`src/div_pkg.sv`:
```
// shared widths, types and quotient-digit encoding for the radix-4 SRT divider RTL
package div_pkg;

    // two quotient bits retired per iteration
    localparam int n_steps = 16;

    // operand width follows from the iteration count
    localparam int word_w = 2 * n_steps;

    // partial remainder plus shifted dividend, with a sign bit on top
    localparam int pa_w = 2 * word_w + 1;

    // divisor bits just below the leading one
    localparam int table_b_bits = 3;

    // top bits of the partial remainder, sign included
    localparam int table_pa_bits = 6;

    // operand, quotient or remainder
    typedef logic [word_w-1:0] word_t;

    // {hi, lo} = {remainder, quotient}
    typedef logic [2*word_w-1:0] dword_t;

    // upper word_w+1 bits hold the signed partial remainder,
    // lower word_w bits the dividend bits not yet consumed
    typedef logic [pa_w-1:0] pa_t;

    // normalization shift, 0 to word_w-1
    typedef logic [4:0] shift_t;

    // redundant radix-4 digit set {-2..+2}
    // digit_bad flags a lookup outside every region of the row
    typedef enum logic [2:0] {
        digit_m2  = 3'd0,
        digit_m1  = 3'd1,
        digit_0   = 3'd2,
        digit_p1  = 3'd3,
        digit_p2  = 3'd4,
        digit_bad = 3'd5
    } digit_t;

endpackage

```
`src/div_core.sv`:
```
// unsigned divider engine with operand capture, 16 SRT iterations and remainder correction
module div_core (
    input  logic            clk,
    input  logic            arst_n,
    input  logic            flush,
    input  logic            valid,
    input  div_pkg::word_t  a_mag,
    input  div_pkg::word_t  b_mag,
    output div_pkg::dword_t u_hilo
);
    import div_pkg::*;

    word_t  a_q;
    word_t  b_q;
    logic   valid_q;

    // iteration state
    pa_t    pa;
    word_t  b_norm;
    word_t  q;
    shift_t shift;

    pa_t    init_pa;
    word_t  init_b;
    shift_t init_shift;
    pa_t    step_pa;
    word_t  step_q;

    logic   rem_neg;
    word_t  rem_raw;
    word_t  rem_fix;
    word_t  q_fix;
    logic   div_one;
    dword_t result;

    div_normalize u_norm (
        .op_a       (a_q),
        .op_b       (b_q),
        .init_pa    (init_pa),
        .init_b     (init_b),
        .init_shift (init_shift)
    );

    div_step u_step (
        .pa_in  (pa),
        .q_in   (q),
        .b_norm (b_norm),
        .pa_out (step_pa),
        .q_out  (step_q)
    );

    // a negative remainder gets the divisor added back and the quotient decremented
    assign rem_neg = pa[pa_w-1];
    assign rem_raw = pa[pa_w-2 -: word_w];
    assign rem_fix = rem_neg ? rem_raw + b_norm : rem_raw;
    assign q_fix   = rem_neg ? q - 1'b1 : q;

    // divisor of one needs a quotient beyond the reach of 16 radix-4 digits
    assign div_one = (shift == shift_t'(word_w - 1));

    // undo the normalizing shift on the remainder only
    assign result  = div_one ? {word_t'(0), a_q} : {rem_fix >> shift, q_fix};

    always_ff @(posedge clk or negedge arst_n) begin
        if (!arst_n) begin
            a_q     <= '0;
            b_q     <= '0;
            valid_q <= 1'b0;
            pa      <= '0;
            b_norm  <= '0;
            q       <= '0;
            shift   <= '0;
            u_hilo  <= '0;
        end else if (flush) begin
            a_q     <= '0;
            b_q     <= '0;
            valid_q <= 1'b0;
            pa      <= '0;
            b_norm  <= '0;
            q       <= '0;
            shift   <= '0;
            u_hilo  <= '0;
        end else begin
            a_q     <= a_mag;
            b_q     <= b_mag;
            valid_q <= valid;
            // load while idle and iterate while valid is held
            if (valid_q) begin
                pa <= step_pa;
                q  <= step_q;
            end else begin
                pa     <= init_pa;
                b_norm <= init_b;
                q      <= '0;
                shift  <= init_shift;
            end
            u_hilo  <= result;
        end
    end

endmodule

```
`src/div_digit_table.sv`:
```
// quotient-digit selection for one SRT step, looked up from divisor and remainder top bits
module div_digit_table (
    input  logic [div_pkg::table_b_bits-1:0]  b_top,
    input  logic [div_pkg::table_pa_bits-1:0] pa_top,
    output div_pkg::digit_t                   digit
);
    import div_pkg::*;

    // per-row bounds, highest entry first:
    // lowest -2, lowest -1, lowest 0, lowest +1, lowest +2, highest +2
    logic [5:0][table_pa_bits-1:0] bnd;

    logic signed [table_pa_bits-1:0] m2_lo;
    logic signed [table_pa_bits-1:0] m1_lo;
    logic signed [table_pa_bits-1:0] z_lo;
    logic signed [table_pa_bits-1:0] p1_lo;
    logic signed [table_pa_bits-1:0] p2_lo;
    logic signed [table_pa_bits-1:0] p2_hi;
    logic signed [table_pa_bits-1:0] pa_s;

    always_comb begin
        case (b_top)
            3'd0: bnd = {-6'sd12, -6'sd6, -6'sd2, 6'sd2, 6'sd6, 6'sd11};
            3'd1: bnd = {-6'sd14, -6'sd7, -6'sd2, 6'sd3, 6'sd7, 6'sd13};
            3'd2: bnd = {-6'sd15, -6'sd8, -6'sd2, 6'sd3, 6'sd8, 6'sd14};
            3'd3: bnd = {-6'sd16, -6'sd8, -6'sd2, 6'sd3, 6'sd9, 6'sd15};
            3'd4: bnd = {-6'sd18, -6'sd9, -6'sd3, 6'sd4, 6'sd10, 6'sd17};
            3'd5: bnd = {-6'sd19, -6'sd10, -6'sd3, 6'sd4, 6'sd10, 6'sd18};
            3'd6: bnd = {-6'sd20, -6'sd10, -6'sd3, 6'sd4, 6'sd11, 6'sd19};
            // divisor 1.111xxx, widest row
            default: bnd = {-6'sd22, -6'sd11, -6'sd3, 6'sd5, 6'sd12, 6'sd21};
        endcase
    end

    assign m2_lo = bnd[5];
    assign m1_lo = bnd[4];
    assign z_lo  = bnd[3];
    assign p1_lo = bnd[2];
    assign p2_lo = bnd[1];
    assign p2_hi = bnd[0];

    // partial remainder estimate, two's complement
    assign pa_s = pa_top;

    // regions are contiguous, so one lower bound per region is enough
    always_comb begin
        if (pa_s < m2_lo || pa_s > p2_hi) begin
            digit = digit_bad;
        end else if (pa_s < m1_lo) begin
            digit = digit_m2;
        end else if (pa_s < z_lo) begin
            digit = digit_m1;
        end else if (pa_s < p1_lo) begin
            digit = digit_0;
        end else if (pa_s < p2_lo) begin
            digit = digit_p1;
        end else begin
            digit = digit_p2;
        end
    end

endmodule

```
`src/div_normalize.sv`:
```
// divisor normalization, shifts divisor and dividend left until the divisor msb is set
module div_normalize (
    input  div_pkg::word_t  op_a,
    input  div_pkg::word_t  op_b,
    output div_pkg::pa_t    init_pa,
    output div_pkg::word_t  init_b,
    output div_pkg::shift_t init_shift
);
    import div_pkg::*;

    logic   found;
    shift_t lead_shift;
    pa_t    a_ext;

    // priority search from the msb down, first hit wins
    always_comb begin
        found      = 1'b0;
        lead_shift = '0;
        for (int i = word_w - 1; i >= 0; i--) begin
            if (!found && op_b[i]) begin
                found      = 1'b1;
                lead_shift = shift_t'(word_w - 1 - i);
            end
        end
    end

    // dividend sits in the low word, upper half starts at zero
    assign a_ext = pa_t'(op_a);

    // zero divisor: everything zero, result undefined
    assign init_shift = found ? lead_shift : '0;
    assign init_b     = found ? op_b << lead_shift : '0;
    assign init_pa    = found ? a_ext << lead_shift : '0;

endmodule

```
`src/div_step.sv`:
```
// one radix-4 SRT iteration, next partial remainder and quotient from the current state
module div_step (
    input  div_pkg::pa_t   pa_in,
    input  div_pkg::word_t q_in,
    input  div_pkg::word_t b_norm,
    output div_pkg::pa_t   pa_out,
    output div_pkg::word_t q_out
);
    import div_pkg::*;

    digit_t            digit;
    pa_t               pa_sh;
    logic [word_w:0]   upper;
    logic [word_w:0]   b_x1;
    logic [word_w:0]   b_x2;
    logic [word_w:0]   upper_next;

    // lookup uses the bits below the implicit leading one of the divisor
    div_digit_table u_table (
        .b_top  (b_norm[word_w-2 -: table_b_bits]),
        .pa_top (pa_in[pa_w-1 -: table_pa_bits]),
        .digit  (digit)
    );

    assign pa_sh = pa_in << 2;
    assign upper = pa_sh[pa_w-1 -: word_w+1];
    assign b_x1  = {1'b0, b_norm};
    assign b_x2  = {b_norm, 1'b0};

    // negative digits borrow from the quotient bits already formed
    always_comb begin
        case (digit)
            digit_p2: begin
                upper_next = upper - b_x2;
                q_out      = {q_in[word_w-3:0], 2'b10};
            end
            digit_p1: begin
                upper_next = upper - b_x1;
                q_out      = {q_in[word_w-3:0], 2'b01};
            end
            digit_0: begin
                upper_next = upper;
                q_out      = {q_in[word_w-3:0], 2'b00};
            end
            digit_m1: begin
                upper_next = upper + b_x1;
                q_out      = {q_in[word_w-3:0] - 1'b1, 2'b11};
            end
            digit_m2: begin
                upper_next = upper + b_x2;
                q_out      = {q_in[word_w-3:0] - 1'b1, 2'b10};
            end
            default: begin
                upper_next = '0;
                q_out      = '0;
            end
        endcase
    end

    assign pa_out = {upper_next, pa_sh[word_w-1:0]};

endmodule

```
`src/div_top.sv`:
```
// signed and unsigned 32-bit divider top level, {remainder, quotient} on hilo
module div_top (
    input  logic            clk,
    input  logic            arst_n,
    input  logic            flush,
    input  logic            valid,
    input  div_pkg::word_t  a,
    input  div_pkg::word_t  b,
    input  logic            is_signed,
    output div_pkg::dword_t hilo
);
    import div_pkg::*;

    logic   a_neg;
    logic   b_neg;
    word_t  a_mag;
    word_t  b_mag;
    dword_t u_hilo;

    assign a_neg = is_signed & a[word_w-1];
    assign b_neg = is_signed & b[word_w-1];
    assign a_mag = a_neg ? -a : a;
    assign b_mag = b_neg ? -b : b;

    div_core u_core (
        .clk    (clk),
        .arst_n (arst_n),
        .flush  (flush),
        .valid  (valid),
        .a_mag  (a_mag),
        .b_mag  (b_mag),
        .u_hilo (u_hilo)
    );

    // quotient truncates toward zero
    assign hilo[word_w-1:0] = (a_neg ^ b_neg) ? -u_hilo[word_w-1:0]
                                              : u_hilo[word_w-1:0];

    // remainder follows the dividend sign
    assign hilo[2*word_w-1:word_w] = a_neg ? -u_hilo[2*word_w-1:word_w]
                                           : u_hilo[2*word_w-1:word_w];

endmodule

```
`config.mk`:
```
export PLATFORM = sky130hd
export DESIGN_NAME = div_top
export DESIGN_NICKNAME = d
export VERILOG_FILES = /design/src/div_pkg.sv /design/src/div_core.sv /design/src/div_digit_table.sv /design/src/div_normalize.sv /design/src/div_step.sv /design/src/div_top.sv
export SDC_FILE = /design/constraint.sdc
export NUM_CORES = 1
export LEC_CHECK = 0
export ABC_AREA = 1
export CAP_MARGIN = 40
export CORE_MARGIN = 2
export CORE_UTILIZATION = 40
export CTS_CLUSTER_SIZE = 20
export DETAILED_ROUTE_END_ITERATION = 6
export DONT_BUFFER_PORTS = 1
export GPL_TIMING_DRIVEN = 1
export SLEW_MARGIN = 20
export SYNTH_ARGS = -nofsm -noshare
export SYNTH_HDL_FRONTEND = slang
export SYNTH_SLANG_ARGS = --single-unit
```
`constraint.sdc`:
```
create_clock -name clk -period 12.5 [get_ports clk]
set_input_delay 1.875 -clock clk [delete_from_list [all_inputs] [get_ports clk]]
set_output_delay 1.875 -clock clk [all_outputs]
set_load 0.1 [all_outputs]
```
==> impl_summary.log <==
INFO  metric outcome = finished clean
INFO  metric clkSlewWorstSetupHoldPaths = 0.07 ns
INFO  metric dieArea = around 64000 µm²
INFO  metric cts_resized = 0
INFO  metric final_antenna_net_count = 0
INFO  metric layout_cell_share_with_drive_strength_beyond_1 = 0.0689
INFO  metric ir_drop = slightly below 300 µV
INFO  metric post_synth_instance_area = approximately 25000 µm²
INFO  metric viasPerCell = approximately 5.7
INFO  metric synth.yosys.warnings = 0
INFO  metric wire_length_per_cell = 18.9 µm
INFO  metric initial_antenna_violation_count = 2
INFO  metric synth.largest_area_cell = dfrtp_1
INFO  metric timing.rr.start = u_core.b_norm[30]
INFO  metric grtUsageTotal = 0.275
INFO  metric synth_common_cells = 812 x nand2_1, 559 x nand3_1, 370 x nor2_1, 360 x a21oi_1, 351 x o21ai_0
INFO  metric route.met2.wl = 38200 µm
INFO  metric total_power_consumption_of_the_routed_design = 5940 µW
INFO  metric fp.dieW = 254 µm
INFO  metric drt-pass1-iter-count = 6
INFO  metric critPathKind = reg2reg
INFO  metric cell_with_the_most_instances_after_synthesis = nand2_1
INFO  metric crit_fanout = 62
INFO  metric dominantRegCellSynth = dfrtp_1
INFO  metric num_vias = 26700
INFO  metric timing.slew.headroom = 0.406
INFO  metric postSynth.asyncResetShare = 1.00
INFO  metric final_nets = 4037
INFO  metric synth_simple_gate_area_share = 0.340
INFO  metric cts_setup_buffers = 0
INFO  metric top_layer = met4
INFO  metric wirelength_routed = 89300 µm
INFO  metric maxCapViolCount = 0
INFO  metric timing.reg2reg.setup_slack = between 5 and 6 ns
INFO  metric portion_of_the_clock_cycle_consumed_by_the_worst_path_in_the_final_layout = 0.594
INFO  metric multiplexer_fraction_of_the_synthesized_cell_area = 0.00201
INFO  metric rsz0062_at_grt = false
INFO  metric crit_start = u_core.b_norm[30]
INFO  metric clock_tree_from_tritoncts = built
INFO  metric rr_worst_depth = 35
INFO  metric detail_route.wirelength.met1 = 39700 µm
INFO  metric grt_max_degree = 264
INFO  metric cts-hold-fix-buffers = 0
INFO  metric cts_max_path_buffers = 3
INFO  metric power_leakage = between 0.01 and 0.015 µW
INFO  metric max_clock_freq = about 130 MHz
INFO  metric drc = 0
INFO  metric synth_adder_area_share = 0.0601
INFO  metric design.portCount = 133
INFO  metric fin_tns_setup = 0 ns
INFO  metric cts-root-buf = clkbuf_16
INFO  metric cp_common_cell = o21ai_0
INFO  metric critPathCapture = u_core.pa[63]
INFO  metric cp.required = 13.03 ns
INFO  metric area_growth = 11.9%
INFO  metric finalSetupViolations = 0
INFO  metric cts.htree.levels = 1
INFO  metric grt_pass1_vias = 24500
INFO  metric end_of_the_worst_register_to_register_path = u_core.pa[63]
INFO  metric synth_top_family_by_area = simple AND/OR/NAND/NOR gates
INFO  metric finalWeightedCongestion = approximately 0.95
INFO  metric floorplan.die.height = 254 µm
INFO  metric numCtsBuffers = 31
INFO  metric report.final.slew_viol_count = 0
INFO  metric synth.ff_latch_count = 263
INFO  metric cp_data_arrival_time = 7.96 ns
INFO  metric syn-instance-count = 3915
INFO  metric tightestPinTransition = approximately 0.89 ns
INFO  metric shortest_period_the_worst_path_allows = 7.43 ns
INFO  metric core_area = approximately 62000 µm²
INFO  metric cp-end-kind = flop
INFO  metric tritoncts_num_sinks = 263
INFO  metric drt_iter0_drc = 2988
INFO  metric first_pass_grt_wire_length = 139000 µm
INFO  metric cpPeakStageDelay = 0.62 ns
INFO  metric p_per_area = 213 nW/µm²
INFO  metric rows = 91
INFO  metric synth.top_cell.area_share = 0.264
INFO  metric globalRoute.totalOverflow = 0
INFO  metric post_synth_num_cell_types = 62
INFO  metric hold_slack = 0.456 ns
INFO  metric wl_met3 = 8960 µm
INFO  metric holdCritPathClass = reg2reg
INFO  metric postSynthNetCount = 4102
INFO  metric synth_enable_flop_cells = 0
INFO  metric skew = about 0.016 ns
INFO  metric detailedPlacementHpwl = between 60000 and 70000 µm
INFO  metric synth_top_cells_by_area = dfrtp_1 26%, nand2_1 12%, nand3_1 11%
INFO  metric synth_xor_xnor_area_share = 0.0573
INFO  metric hold_violations = 0
INFO  metric ys_seq_area_frac = 0.264
INFO  metric timing.critical_path.from_type = flop
INFO  metric critical-path-slowest-cell = dfrtp_1
INFO  metric start_util = 0.404
INFO  metric synth_compound_gate_area_share = 0.191
INFO  metric syn_area_per_cell = ~6.4 µm²
INFO  metric worstSkewPairLatency = 0.60 ns
INFO  metric port_buffers = 0
## where the power goes
part,total (µW),switching (µW),leakage (µW),internal (µW)
registers,1150,192,0.00352,955
logic,3850,2660,0.00956,1190
clock network,938,404,0.000514,535
total,5940,3260,0.0136,2680
## sequential cells by signal, indices dropped and copies added (netlist names)
signal          count
u_core.pa          65
u_core.u_hilo      64
u_core.a_q         32
u_core.b_norm      32
u_core.b_q         32
u_core.q           32
u_core.shift        5
u_core.valid_q      1
## per-stage QoR
step	instances	worst slack [ns]	util	cell area [µm²]
after floorplan	3915	6.01	-	24900
after global placement	4611	5.01	0.422	26000
after detailed placement	4650	5.19	0.434	26800
after CTS	4708	5.15	0.451	27800
final	4713	5.07	0.452	27900
after global routing	4712	3.98	0.452	27900
## cell type report
cell class	instances	area, µm²
multi-input combinational	3111	16800
antenna	1	2.50
inverter	346	1300
tap	837	1050
clock inverter	23	234
clock buffer	35	811
sequential	263	6580
fill	6543	33800
timing repair buffer	97	1110
## worst max-delay path: cells and delay by family (launching register included)
kind            cells  cell delay (ns)
compound gates     15             3.45
flops               1             0.62
simple gates       13             1.61
fa+ha+maj           2             0.67
buf+inv             5             1.02
## layer usage
layer  GRT usage  up-vias
li1            -    13100
met1       0.393    12400
met2       0.413     1107
met3      0.0629      162
met4      0.0765        0
met5           0        -
## worst min-delay path by stage
stage	from	to	slack, ns	cells after the start
3_3_place_gp	u_core.pa[10]	u_core.pa[12]	0.43	2
3_5_place_dp	u_core.pa[10]	u_core.pa[12]	0.44	2
4_1_cts	u_core.pa[1]	u_core.pa[3]	0.46	2
5_1_grt	u_core.pa[1]	u_core.pa[3]	0.47	2
6_report	u_core.pa[1]	u_core.pa[3]	0.46	2
2_1_floorplan	u_core.pa[21]	u_core.pa[23]	0.43	2
## layout by cell type (no fill, tap or decap), types with 14 or more instances in the layout
cell,synthesis,routed
nand2_1,812,811
nand3_1,559,558
nor2_1,370,365
a21oi_1,360,360
o21ai_0,351,349
inv_1,338,337
dfrtp_1,263,262
ha_1,115,115
nor3_1,76,75
xor2_1,112,74
buf_4,11,54
nand4_1,44,44
xnor2_1,51,31
o21ai_1,31,31
clkbuf_16,0,31
o211ai_1,30,30
xor2_2,0,28
buf_8,0,27
or2_2,25,25
a31oi_1,25,25
xnor2_2,0,20
nor4_1,20,19
o221ai_1,16,16
o22ai_1,14,14
## logic make-up (layout without fill, tap and decap cells)
| family | count (synthesis) | count (layout) |
|---|---|---|
| AND/OR/NAND/NOR | 1945 | 1945 |
| AO/OA/AOI/OAI | 880 | 880 |
| buffers and inverters | 541 | 501 |
| flip-flops | 263 | 263 |
| XOR/XNOR | 163 | 163 |
| adder cells (fa/ha/maj) | 118 | 118 |
| multiplexers | 5 | 5 |
| other | 0 | 1 |
(Power assumes the default switching activity.)
